## config.mk

```make
export PLATFORM = sky130hd
export DESIGN_NAME = nic_input_block
export DESIGN_NICKNAME = d
export VERILOG_FILES = /design/src/hdl/engine_pkg.sv /design/src/hdl/nic_flit_pkg.sv /design/src/hdl/nic_input_block.sv /design/src/hdl/nic_input_control.sv
export SDC_FILE = /design/constraint.sdc
export NUM_CORES = 1
export LEC_CHECK = 0
export BUFFER_PORTS_ARGS = -buffer_cell sky130_fd_sc_hd__buf_4
export CAP_MARGIN = 20
export CORE_MARGIN = 2
export CORE_UTILIZATION = 35
export DETAILED_ROUTE_END_ITERATION = 8
export SLEW_MARGIN = 20
export SYNTH_ARGS = -nofsm -noshare
export SYNTH_HDL_FRONTEND = slang
export SYNTH_SLANG_ARGS = --single-unit
```

## constraint.sdc

```tcl
create_clock -name clk -period 2.87 [get_ports clk]
set_input_delay 0 -clock clk [delete_from_list [all_inputs] [get_ports clk]]
set_output_delay 0 -clock clk [all_outputs]
set_load 0.1 [all_outputs]
```

## src/hdl/engine_pkg.sv

```systemverilog
`default_nettype none

// ##########################################################################
// operand format and round constants of the mixing engine
// ##########################################################################

package engine_pkg;

	localparam int word_width = 64;   // two channel flits make one word

	// operand and result word, arithmetic on it wraps modulo 2^64
	typedef logic [word_width-1:0] word_t;

	// rotation of the y half in every round
	localparam int mix_rotate = 13;

endpackage : engine_pkg

`default_nettype wire

```

## src/hdl/nic_flit_pkg.sv

```systemverilog
`default_nettype none

// ##########################################################################
// flit format of the router port channels
// ##########################################################################

package nic_flit_pkg;

	// channel geometry
	localparam int channel_width = 32;         // one flit per cycle on either channel
	localparam int data_flits = 4;             // data flits behind every header flit

	// header flit layout
	localparam int header_bit = 31;            // marks the first flit of a packet
	localparam int proc_flag_bit = 30;         // set by the node on its result packet
	localparam int header_field_width = 30;    // bits 29:0 travel through the node untouched

	// one flit as it sits on the channel
	typedef logic [channel_width-1:0] flit_t;

	// header payload without the marker and the processing flag, both of which the
	// output side rebuilds on its own
	typedef logic [header_field_width-1:0] header_field_t;

endpackage : nic_flit_pkg

`default_nettype wire

```

## src/hdl/nic_input_block.sv

```systemverilog
`timescale 1ns/1ps
`default_nettype none

// input side of the node
// captures one five flit packet into a header register and a data bank and presents
// the data flits paired up as the two engine operands
module nic_input_block
	import nic_flit_pkg::*, engine_pkg::*;
(
	input  logic          clk,
	input  logic          rst_n,
	input  flit_t         rx_channel,
	input  logic          engine_busy,
	input  logic          zero_credits,
	output word_t         word_a,
	output word_t         word_b,
	output header_field_t header_field,
	output logic          transfer_strobe,
	output logic          rx_ready
);

	logic                write_strobe;
	logic [data_flits:0] register_enable;

	header_field_t header_reg;               // marker and flag bits are dropped here
	flit_t         data_bank [data_flits];   // data flits in arrival order

	nic_input_control u_input_control
	(
		.clk             (clk),
		.rst_n           (rst_n),
		.header_marker   (rx_channel[header_bit]),
		.engine_busy     (engine_busy),
		.zero_credits    (zero_credits),
		.transfer_strobe (transfer_strobe),
		.write_strobe    (write_strobe),
		.register_enable (register_enable),
		.rx_ready        (rx_ready)
	);

	// ##########################################################################
	// capture registers
	// ##########################################################################

	always_ff @(posedge clk)
	begin
		if (write_strobe && register_enable[0])
			header_reg <= rx_channel[header_field_width-1:0];  // only the payload bits
		for (int i = 0; i < data_flits; i++)
		begin
			if (write_strobe && register_enable[i+1])
				data_bank[i] <= rx_channel;  // data flits may carry any bit 31
		end
	end

	assign header_field = header_reg;
	assign word_a = {data_bank[0], data_bank[1]};  // first flit of a pair is the upper half
	assign word_b = {data_bank[2], data_bank[3]};

endmodule : nic_input_block

`default_nettype wire

```

## src/hdl/nic_input_control.sv

```systemverilog
`timescale 1ns/1ps
`default_nettype none

// capture sequencer of the input side
// a header flit in idle starts a run of data_flits write cycles, after which the packet
// is handed to the engine as soon as the engine is free and the output has credit
module nic_input_control
	import nic_flit_pkg::*;
(
	input  logic                  clk,
	input  logic                  rst_n,
	input  logic                  header_marker,    // bit 31 of the input channel
	input  logic                  engine_busy,
	input  logic                  zero_credits,
	output logic                  transfer_strobe,  // one cycle, operands are valid
	output logic                  write_strobe,
	output logic [data_flits:0]   register_enable,  // bit 0 header register, rest data bank
	output logic                  rx_ready
);

	localparam int count_width = (data_flits > 1) ? $clog2(data_flits) : 1;

	typedef enum logic [1:0]
	{
		st_idle,
		st_capture,
		st_decide,
		st_wait
	} ctrl_state_t;

	ctrl_state_t state;
	logic [count_width-1:0] flit_count;  // index of the data flit being written
	logic release_ok;                    // engine and output side can both take a packet

	assign release_ok = !engine_busy && !zero_credits;

	// the header flit is written in the very cycle it shows up, so idle writes on the marker
	assign write_strobe = ((state == st_idle) && header_marker) || (state == st_capture);
	assign transfer_strobe = ((state == st_decide) || (state == st_wait)) && release_ok;
	assign rx_ready = (state == st_idle);  // upstream may only start a packet here

	// ##########################################################################
	// state and enable walk
	// ##########################################################################

	always_ff @(posedge clk)
	begin
		if (!rst_n)
		begin
			state <= st_idle;
			flit_count <= '0;
			register_enable <= {{data_flits{1'b0}}, 1'b1};  // parked on the header register
		end
		else
		begin
			case (state)
				st_idle:
					if (header_marker)
					begin
						state <= st_capture;
						flit_count <= '0;
						register_enable <= register_enable << 1;  // first data register next
					end
				st_capture:
					if (flit_count == count_width'(data_flits - 1))
					begin
						// last data flit written this cycle, go back to the header slot
						state <= st_decide;
						register_enable <= {{data_flits{1'b0}}, 1'b1};
					end
					else
					begin
						flit_count <= flit_count + 1'b1;
						register_enable <= register_enable << 1;
					end
				st_decide:
					state <= release_ok ? st_idle : st_wait;  // strobe goes out combinationally
				st_wait:
					if (release_ok)
						state <= st_idle;
				default:
					state <= st_idle;
			endcase
		end
	end

	// a new header while a captured packet still waits for the engine means upstream ignored
	// rx_ready and the packet in the data bank is about to be overwritten
	a_no_header_in_wait : assert property (@(posedge clk) disable iff (!rst_n)
		(state == st_wait) |-> !header_marker);

endmodule : nic_input_control

`default_nettype wire

```

======== Word level (Yosys, flattened, before mapping) ========
Memories as Yosys holds them, arrays and structs flattened.
Index checks and enable logic that the tools add are counted.
storage, ports and cells
  bits in registers ....................... 39
  bits in latches ......................... 0
  bits in writable memories ............... 128
  memory bits (read-only) ................. 0
  output and inout bits ................... 160
  word-level logic and storage cells ...... 50
  memories kept ........................... 1
memory list
  memory     depth  bits a word  rd ports  clocked after Yosys merged registers in  wr ports  line                   RTL
  data_bank  4      32           4         0                                        4         nic_input_block.sv:26  flit_t data_bank [data_flits];
cells by class
  $add $sub $neg .......................... 1
  $mul .................................... 0
  div/mod/pow operators ................... 0
  order comparisons ....................... 0
  eq/ne operators ......................... 8
  shifts and indexed selects .............. 0
  mux-type cells .......................... 19
  bitwise logic cells ..................... 0
  reductions and logical operators ........ 17
operators by type and width
  cell                                                                     number
  2-bit 2-to-1 mux                                                         6
  5-bit 2-to-1 mux                                                         2
  5-bit case mux with 2 select lines                                       1
  1-bit logical AND                                                        8
  1-bit 2-to-1 mux                                                         8
  2-bit case mux with 4 select lines                                       1
  2-bit == test, second input constant                                     3
  2-bit inequality test, second input constant                             3
  3-bit AND reduction                                                      2
  2-bit case mux with 2 select lines                                       1
  2-bit by 1-bit adder with 2-bit output, second input constant            1
  2-bit by 1-bit == test with 1-bit output, second input constant          1
  1-bit zero test                                                          2
  2-bit zero test                                                          1
  1-bit logical OR                                                         2
  2-bit by 1-bit inequality test with 1-bit output, second input constant  1
  2-bit AND reduction                                                      1
  2-bit nonzero test                                                       1

======== Depth between registers and ports, before layout ========
Gate-level depths: netlist of the first run.
  depth after elaboration ................. 6
  mapped depth ............................ 4
  depth with buffers taken out ............ 4

======== Cells and area by module ========
A second synthesis of the first run with hierarchy kept.
second synthesis, totals
  cell total of the unflattened synthesis .. 206
  area total of the unflattened synthesis .. 5185.0 um2
by module, submodules not included
  module             times used  cells each  area each (um2)  sequential area each (um2)
  nic_input_block    1           163         4775.8           4744.6
  nic_input_control  1           43          409.1            180.2

======== Worst setup path before layout of the first run ========
Ideal clock, no wire load.
  kind .................................... reg2reg
  start point ............................. register u_input_control.state[1]
  end point ............................... register u_input_control.state[0]
  library setup time ...................... 0.187 ns
  data arrival time ....................... 1.784 ns
  setup slack ............................. 0.899 ns
  cell stages (with the launch flop) ...... 4
  path buffers ............................ 1
  clock period less this slack ............ 1.971 ns
  cells stage by stage .................... dfxtp_1 > buf_6 > nor3b_2 > nor3_1
on the way
  word-level cells in the longest chain between the ends .. 3
  elaborated cells between the ends (all ways) .. 9
  those cells by class .................... eq/ne (6); mux (1); reduce/logical (2)
ends and longest elaborated chain
  element                                                                                              line                     RTL
  from (decl)                                                                                          nic_input_control.sv:31  ctrl_state_t state;
  from (signal assigned)                                                                               nic_input_control.sv:50  state <= st_idle;
  from (signal assigned)                                                                               nic_input_control.sv:60  state <= st_capture;
  from (signal assigned)                                                                               nic_input_control.sv:68  state <= st_decide;
  2-bit == test (tied with other cells)                                                                nic_input_control.sv:56  case (state)
  2-bit by 1-bit inequality test with 1-bit output (no line) or 2-bit inequality test (tied branches)  -
  3-bit AND reduction (no line)                                                                        -
Several ways; a longest one is shown, not always the timed one.
A chain may end at the register's enable or synchronous reset.

======== Final worst setup path of the first run ========
  start point ............................. register u_input_control.state[0]
  end point ............................... register header_reg[26], in the netlist header_field[26] (enable)
on the way
  word-level cells in the longest chain between the ends .. 4
  elaborated cells between the ends (all ways) .. 5
  those cells by class .................... eq/ne (1); reduce/logical (4)
ends and longest elaborated chain
  element                line                     RTL
  2-bit zero test        nic_input_control.sv:38  assign write_strobe = ((state == st_idle) && header_marker) || (state == st_capture);
  1-bit logical AND      nic_input_control.sv:38
  1-bit logical OR (*)   nic_input_control.sv:38
  1-bit logical AND (*)  nic_input_block.sv:47    if (write_strobe && register_enable[0])
  to (signal assigned)   nic_input_block.sv:48    header_reg <= rx_channel[header_field_width-1:0];
  to (decl)              nic_input_block.sv:25    header_field_t header_reg;
Mark *: on every way between the ends. The rest lies on a longest branch, timed or not.

==> impl_metrics.tcl, run 1 <==
set metrics [dict create \
    ys_ff_latch 167 \
    path_buf_inv 0 \
    cp_max_fo 30 \
    report.final.setup_viol 0 \
    antenna_left 0 \
    ios 196 \
    clk_pin_slew_ns 0.06 \
    cp_common_cell "nor2_1" \
    dieArea_mm2 0.0159 \
    p_clk_frac 0.387 \
    cts_max_level 4 \
    mostFrequentLayoutCells "buf_4 (200), edfxtp_1 (158), dlygate4sd3_1 (36)" \
    peakVddDrop_mv 0.352 \
    crit_chain "nor2_1 -> nor2_1 -> and2_2" \
    end_kind "flip-flop" \
    p_leak_nw 3.02 \
    fin_skew_ns 0.00843 \
    synth_cell_type_count 19 \
    cts_tree "built" \
    die_h_um 126 \
    cp-start-kind "flip-flop" \
    synthFlopType "edfxtp_1" \
    pwr-share-comb 0.134 \
    p_total_mw 5.83 \
    stdcell_count 663 \
    num-nets-final 504 \
    hold_viol 0 \
    synth.area.top_cells "edfxtp_1 (91%), dfxtp_1 (3.5%), and2_1 (0.60%)" \
    cts_buffers 17 \
    cts_max_path_buffers 2 \
    antenna_found_initial 0 \
    groute.usage.overall 0.145 \
    synth_fp_nets 251 \
    tightest_slew_ns 0.843 \
    die_width_um 126 \
    max_slew_margin 0.438 \
    power_density_mw_per_mm2 740 \
    clk_latency_ns 0.41 \
    mostFrequentLayoutCell "buf_4" \
    grt_start_max_net_pins 31 \
    fillers 1159 \
    rows 44 \
    switchingPower_mw 1.47 \
    min_period_over_period 0.681 \
    drc 0 \
    grt_pass1_vias 3012 \
    slowest_stage "and2_2" \
    grt_overflow 0 \
    synth_area_leader_cell "edfxtp_1" \
    synth_top_area_share 0.910 \
    wl_per_cell_um 17.4 \
    numClockSinks 167 \
    syn_inst 214 \
    slowest_delay_ns 0.76 \
    drive_gt1_frac 0.486 \
    clockRootBuffer "clkbuf_16" \
    portBuffers 195 \
    vias 2885 \
    fmax_mhz 512 \
    cts_setup_buffers 0 \
    synth-seq-area-share 0.944 \
    routabilityCongestion 0.736 \
    diodes 0 \
    yosys_warnings 0 \
    fin_tns_setup_ns 0 \
    grt_first_pass_wirelength_um 17100 \
    rsz0062_at_grt "false" \
    p_int_mw 4.36 \
    utilization 0.542 \
    synth_edf_count 158 \
    place.detailed.hpwl_um 7690 \
    hp-class "in -> reg" \
    initial_utilization 0.359 \
    dp.cells 596 \
    crit_arrival_ns 1.98 \
    async_flop_share 0 \
    cp_top_family "simple AND/OR/NAND/NOR gates" \
    fin_crit_ns 1.95 \
    drt_iter0_drc 148 \
    drt_pre_antenna_iters 5 \
    via_per_inst 4.35 \
    status "finished clean" \
    syn_avg_cell_area_um2 24.4 \
    critPathKind "reg -> reg" \
    synthesis.area_mm2 0.00522 \
    area_delta_synth_final_pct 51.2 \
    p_seq_frac 0.479 \
    switching_share 0.252 \
    wl_um 11500 \
    cp.required_ns 2.90 \
    core_mm2 0.0145 \
    final_max_slew_viol_count 0 \
    maxCapViolCount 0 \
]
==> registers in the layout, indices dropped and copies added, names as in the netlist <==
name                             cells
u_input_control.register_enable      5
header_field                        30
u_input_control.flit_count           2
u_input_control.state                2
data_bank                          128
==> Yosys cell counts (all sizes together), types with 2 or more instances <==
cell    count
and2        5
nand3       2
nor2        3
nand2       7
nand3b      2
o21ai       5
buf         2
nor3        2
a31oi       2
and2b       3
edfxtp    158
nor2b       3
a21oi       6
dfxtp       9
==> kinds of logic after synthesis <==
| family | count (synthesis) | share of synthesized area |
|---|---|---|
| flops | 167 | 0.944 |
| buf+inv | 3 | 0.00504 |
| compound gates | 14 | 0.0151 |
| simple gates | 29 | 0.0331 |
| fa+ha+maj | 1 | 0.00240 |
==> final cells by class <==
class | instances | area [µm²] | share of cell area
Sequential cell | 167 | 4920 | 0.625
Clock buffer | 20 | 437 | 0.0554
Multi-Input combinational cell | 44 | 270 | 0.0343
Clock inverter | 11 | 156 | 0.0198
Timing Repair Buffer | 236 | 1860 | 0.236
Tap cell | 184 | 230 | 0.0292
Inverter | 1 | 3.75 | 0.000476
==> routing by layer <==
metal,track usage,vias to the layer above,share of wire
li1,-,1348,-
met4,0.0569,0,0.017
met5,0,-,0
met1,0.172,1405,0.41
met3,0.0540,19,0.066
met2,0.241,113,0.51
==> worst register-to-register path: stages, from the launching register on <==
cell and delay [ns]:
dfxtp_1 0.48, nor2_1 0.09, nor2_1 0.24, and2_2 0.76
==> worst paths after layout <==
check	cells after the start	slack (ns)	startpoint	end
max	3	0.92	u_input_control.state[0]$_SDFFE_PN0P_	header_field[26]$_DFFE_PP_
min	3	0.33	rst_n	u_input_control.register_enable[0]$_SDFFE_PN1P_
max reg2reg	3	0.92	u_input_control.state[0]$_SDFFE_PN0P_	header_field[26]$_DFFE_PP_
min reg2reg	2	0.46	u_input_control.register_enable[1]$_SDFFE_PN0P_	u_input_control.register_enable[1]$_SDFFE_PN0P_
==> timing repair <==
| item | in CTS | in global routing |
|---|---|---|
| resized for setup | 0 | 0 |
| endpoints found under the hold margin | 167 | 0 |
| hold buffers | 36 | 0 |
==> power groups by stage <==
stage | Sequential, mW | Clock, mW | Combinational [mW]
2_1_floorplan | 3.33 | 0 | 0.0629
3_3_place_gp | 2.85 | 0 | 0.741
3_5_place_dp | 2.85 | 0 | 0.748
4_1_cts | 2.80 | 2.32 | 0.787
5_1_grt | 2.80 | 2.43 | 0.805
6_report | 2.79 | 2.26 | 0.781
==> metrics by stage <==
stage	hold WS, ns	setup slack [ns]	instance area (µm²)
2_1_floorplan	0.0718	0.899	5220
3_3_place_gp	0.197	0.989	6930
3_5_place_dp	0.200	0.873	6930
4_1_cts	0.294	0.847	7880
5_1_grt	0.325	0.700	7880
6_report	0.325	0.915	7880
Note: power is estimated with default switching activity, not from simulation.
==> run 2: changes to the inputs <==
==> constraint.sdc (replaced) <==
create_clock -name clk -period 1.61 [get_ports clk]
set_input_delay 0 -clock clk [delete_from_list [all_inputs] [get_ports clk]]
set_output_delay 0 -clock clk [all_outputs]
set_load 0.1 [all_outputs]
==> run 2 against run 1 <==
Compared with the run above: critical path depth rose by 1; cell area up 1.9%; flip-flop and latch count did not move; sequential share of layout area down 1.2 points; cell count increased by 1.2%; register-to-register slack worse by 0.78 ns; worst setup slack got worse by 0.78 ns; critical path type unchanged; critical endpoint is now u_input_control.state[0]$_SDFFE_PN0P_.
==> impl_metrics.tcl, run 2 (same netlist as run 1, synthesis figures left out) <==
set metrics [dict create \
    status "finished clean" \
    numClockSinks 167 \
    via_per_inst 4.42 \
    rsz0062_at_grt "false" \
    routabilityCongestion 0.754 \
    min_from "rst_n" \
    drive_gt1_frac 0.495 \
    diodes 0 \
    grt_overflow 0 \
    cts_tree "built" \
    cts_max_level 4 \
    grt_first_pass_wirelength_um 17300 \
    p_total_mw 10.5 \
    hold_viol 0 \
    core_mm2 0.0145 \
    fin_crit_ns 1.47 \
    power_density_mw_per_mm2 1300 \
    vias 2967 \
    area_delta_synth_final_pct 54.1 \
    crit_arrival_ns 1.76 \
    report.final.setup_viol 0 \
    fin_tns_setup_ns 0 \
    peakVddDrop_mv 0.713 \
    switchingPower_mw 2.65 \
    grt_start_max_net_pins 22 \
    cts_buffers 17 \
    clk_latency_ns 0.41 \
    drt_pre_antenna_iters 6 \
    largest-register "data_bank" \
    drc 0 \
    clockRootBuffer "clkbuf_16" \
    rows 44 \
    cp.required_ns 1.90 \
    p_int_mw 7.82 \
    largest_reg_flops 128 \
    r2r_start "u_input_control.state[1]$_SDFFE_PN0P_" \
    pwr-share-comb 0.138 \
    wl_per_cell_um 17.6 \
    hp-class "in -> reg" \
    place.detailed.hpwl_um 7980 \
    cp-startpoint "u_input_control.state[1]$_SDFFE_PN0P_" \
    slowest_stage "dlygate4sd3_1" \
    mostFrequentLayoutCells "buf_4 (200), edfxtp_1 (158), dlygate4sd3_1 (36)" \
    ios 196 \
    fin_skew_ns 0.00926 \
    p_leak_nw 3.09 \
    cp_max_fo 12 \
    antenna_left 0 \
    wl_um 11800 \
    switching_share 0.253 \
    grt_pass1_vias 3008 \
    die_width_um 126 \
    cts_resized 0 \
    tightest_slew_ns 0.288 \
    clk_pin_slew_ns 0.06 \
    p_seq_frac 0.475 \
    portBuffers 195 \
    p_clk_frac 0.387 \
    maxCapViolCount 0 \
    groute.usage.overall 0.147 \
    hold_buffers 36 \
    slowest_delay_ns 0.58 \
    num-nets-final 511 \
    cp-start-kind "flip-flop" \
    fmax_mhz 679 \
    die_h_um 126 \
    drt_iter0_drc 149 \
    final_max_slew_viol_count 0 \
    critPathKind "reg -> reg" \
    cts_setup_buffers 0 \
    end_kind "flip-flop" \
    dieArea_mm2 0.0159 \
    max_slew_margin 0.808 \
    mostFrequentLayoutCell "buf_4" \
    cts_max_path_buffers 2 \
    crit_chain "buf_4 -> nor3b_4 -> dlygate4sd3_1 -> nor3_1" \
    min_period_over_period 0.915 \
    antenna_found_initial 0 \
    initial_utilization 0.359 \
]
## run 2: cell count changes in the layout (fill, tap and decap cells not counted)
cell | previous run | this run
nor2_1 | 3 | 2
buf_12 | 0 | 7
clkbuf_1 | 3 | 5
nor3b_2 | 1 | 0
nor2_2 | 0 | 1
nor3b_4 | 0 | 1
clkinv_1 | 3 | 2
## run 2: metal layers
layer,GRT usage,part of all wire
met1,0.185,0.42
met2,0.227,0.49
met5,0,0
met3,0.0646,0.077
met4,0.0524,0.017
## run 2: worst paths after layout
check | to | slack (ns) | cells after the start
worst max-delay path | u_input_control.state[0]$_SDFFE_PN0P_ | 0.14 | 4
worst min-delay path | u_input_control.register_enable[0]$_SDFFE_PN1P_ | 0.34 | 3
worst max register to register | u_input_control.state[0]$_SDFFE_PN0P_ | 0.14 | 4
worst min register to register | u_input_control.register_enable[4]$_SDFFE_PN0P_ | 0.48 | 2
## run 2: per-stage QoR
step / hold slack [ns] / worst slack (ns) / util / instances / instance area, µm²
2_1_floorplan: 0.0718 / 0.0263 / - / 214 / 5230
3_3_place_gp: 0.205 / 0.283 / 0.487 / 603 / 7080
3_5_place_dp: 0.207 / 0.259 / 0.487 / 603 / 7080
4_1_cts: 0.313 / 0.120 / 0.553 / 671 / 8040
5_1_grt: 0.331 / 0.0579 / 0.553 / 671 / 8040
6_report: 0.341 / 0.137 / 0.553 / 671 / 8040
## run 2: worst max-delay path, delay by kind of cell, from the launching register on
kind                   cells  cell delay [ns]
buffers and inverters      2             0.76
flip-flops                 1             0.32
AND/OR/NAND/NOR            2             0.28
## run 2: cell type report
class	instances	area [µm²]
inverters	1	3.75
flip-flops and latches	167	4920
clock buffers	22	444
well taps	184	230
repair buffers	243	2000
fillers	1148	6500
clock inverters	10	153
multi-input cells	44	279
## run 2: power groups by stage
stage	sequential, mW	clock (mW)	combinational, mW
2_1_floorplan	5.93	0	0.115
3_3_place_gp	5.07	0	1.37
3_5_place_dp	5.06	0	1.38
4_1_cts	4.98	4.14	1.45
5_1_grt	4.98	4.35	1.49
6_report	4.97	4.06	1.44
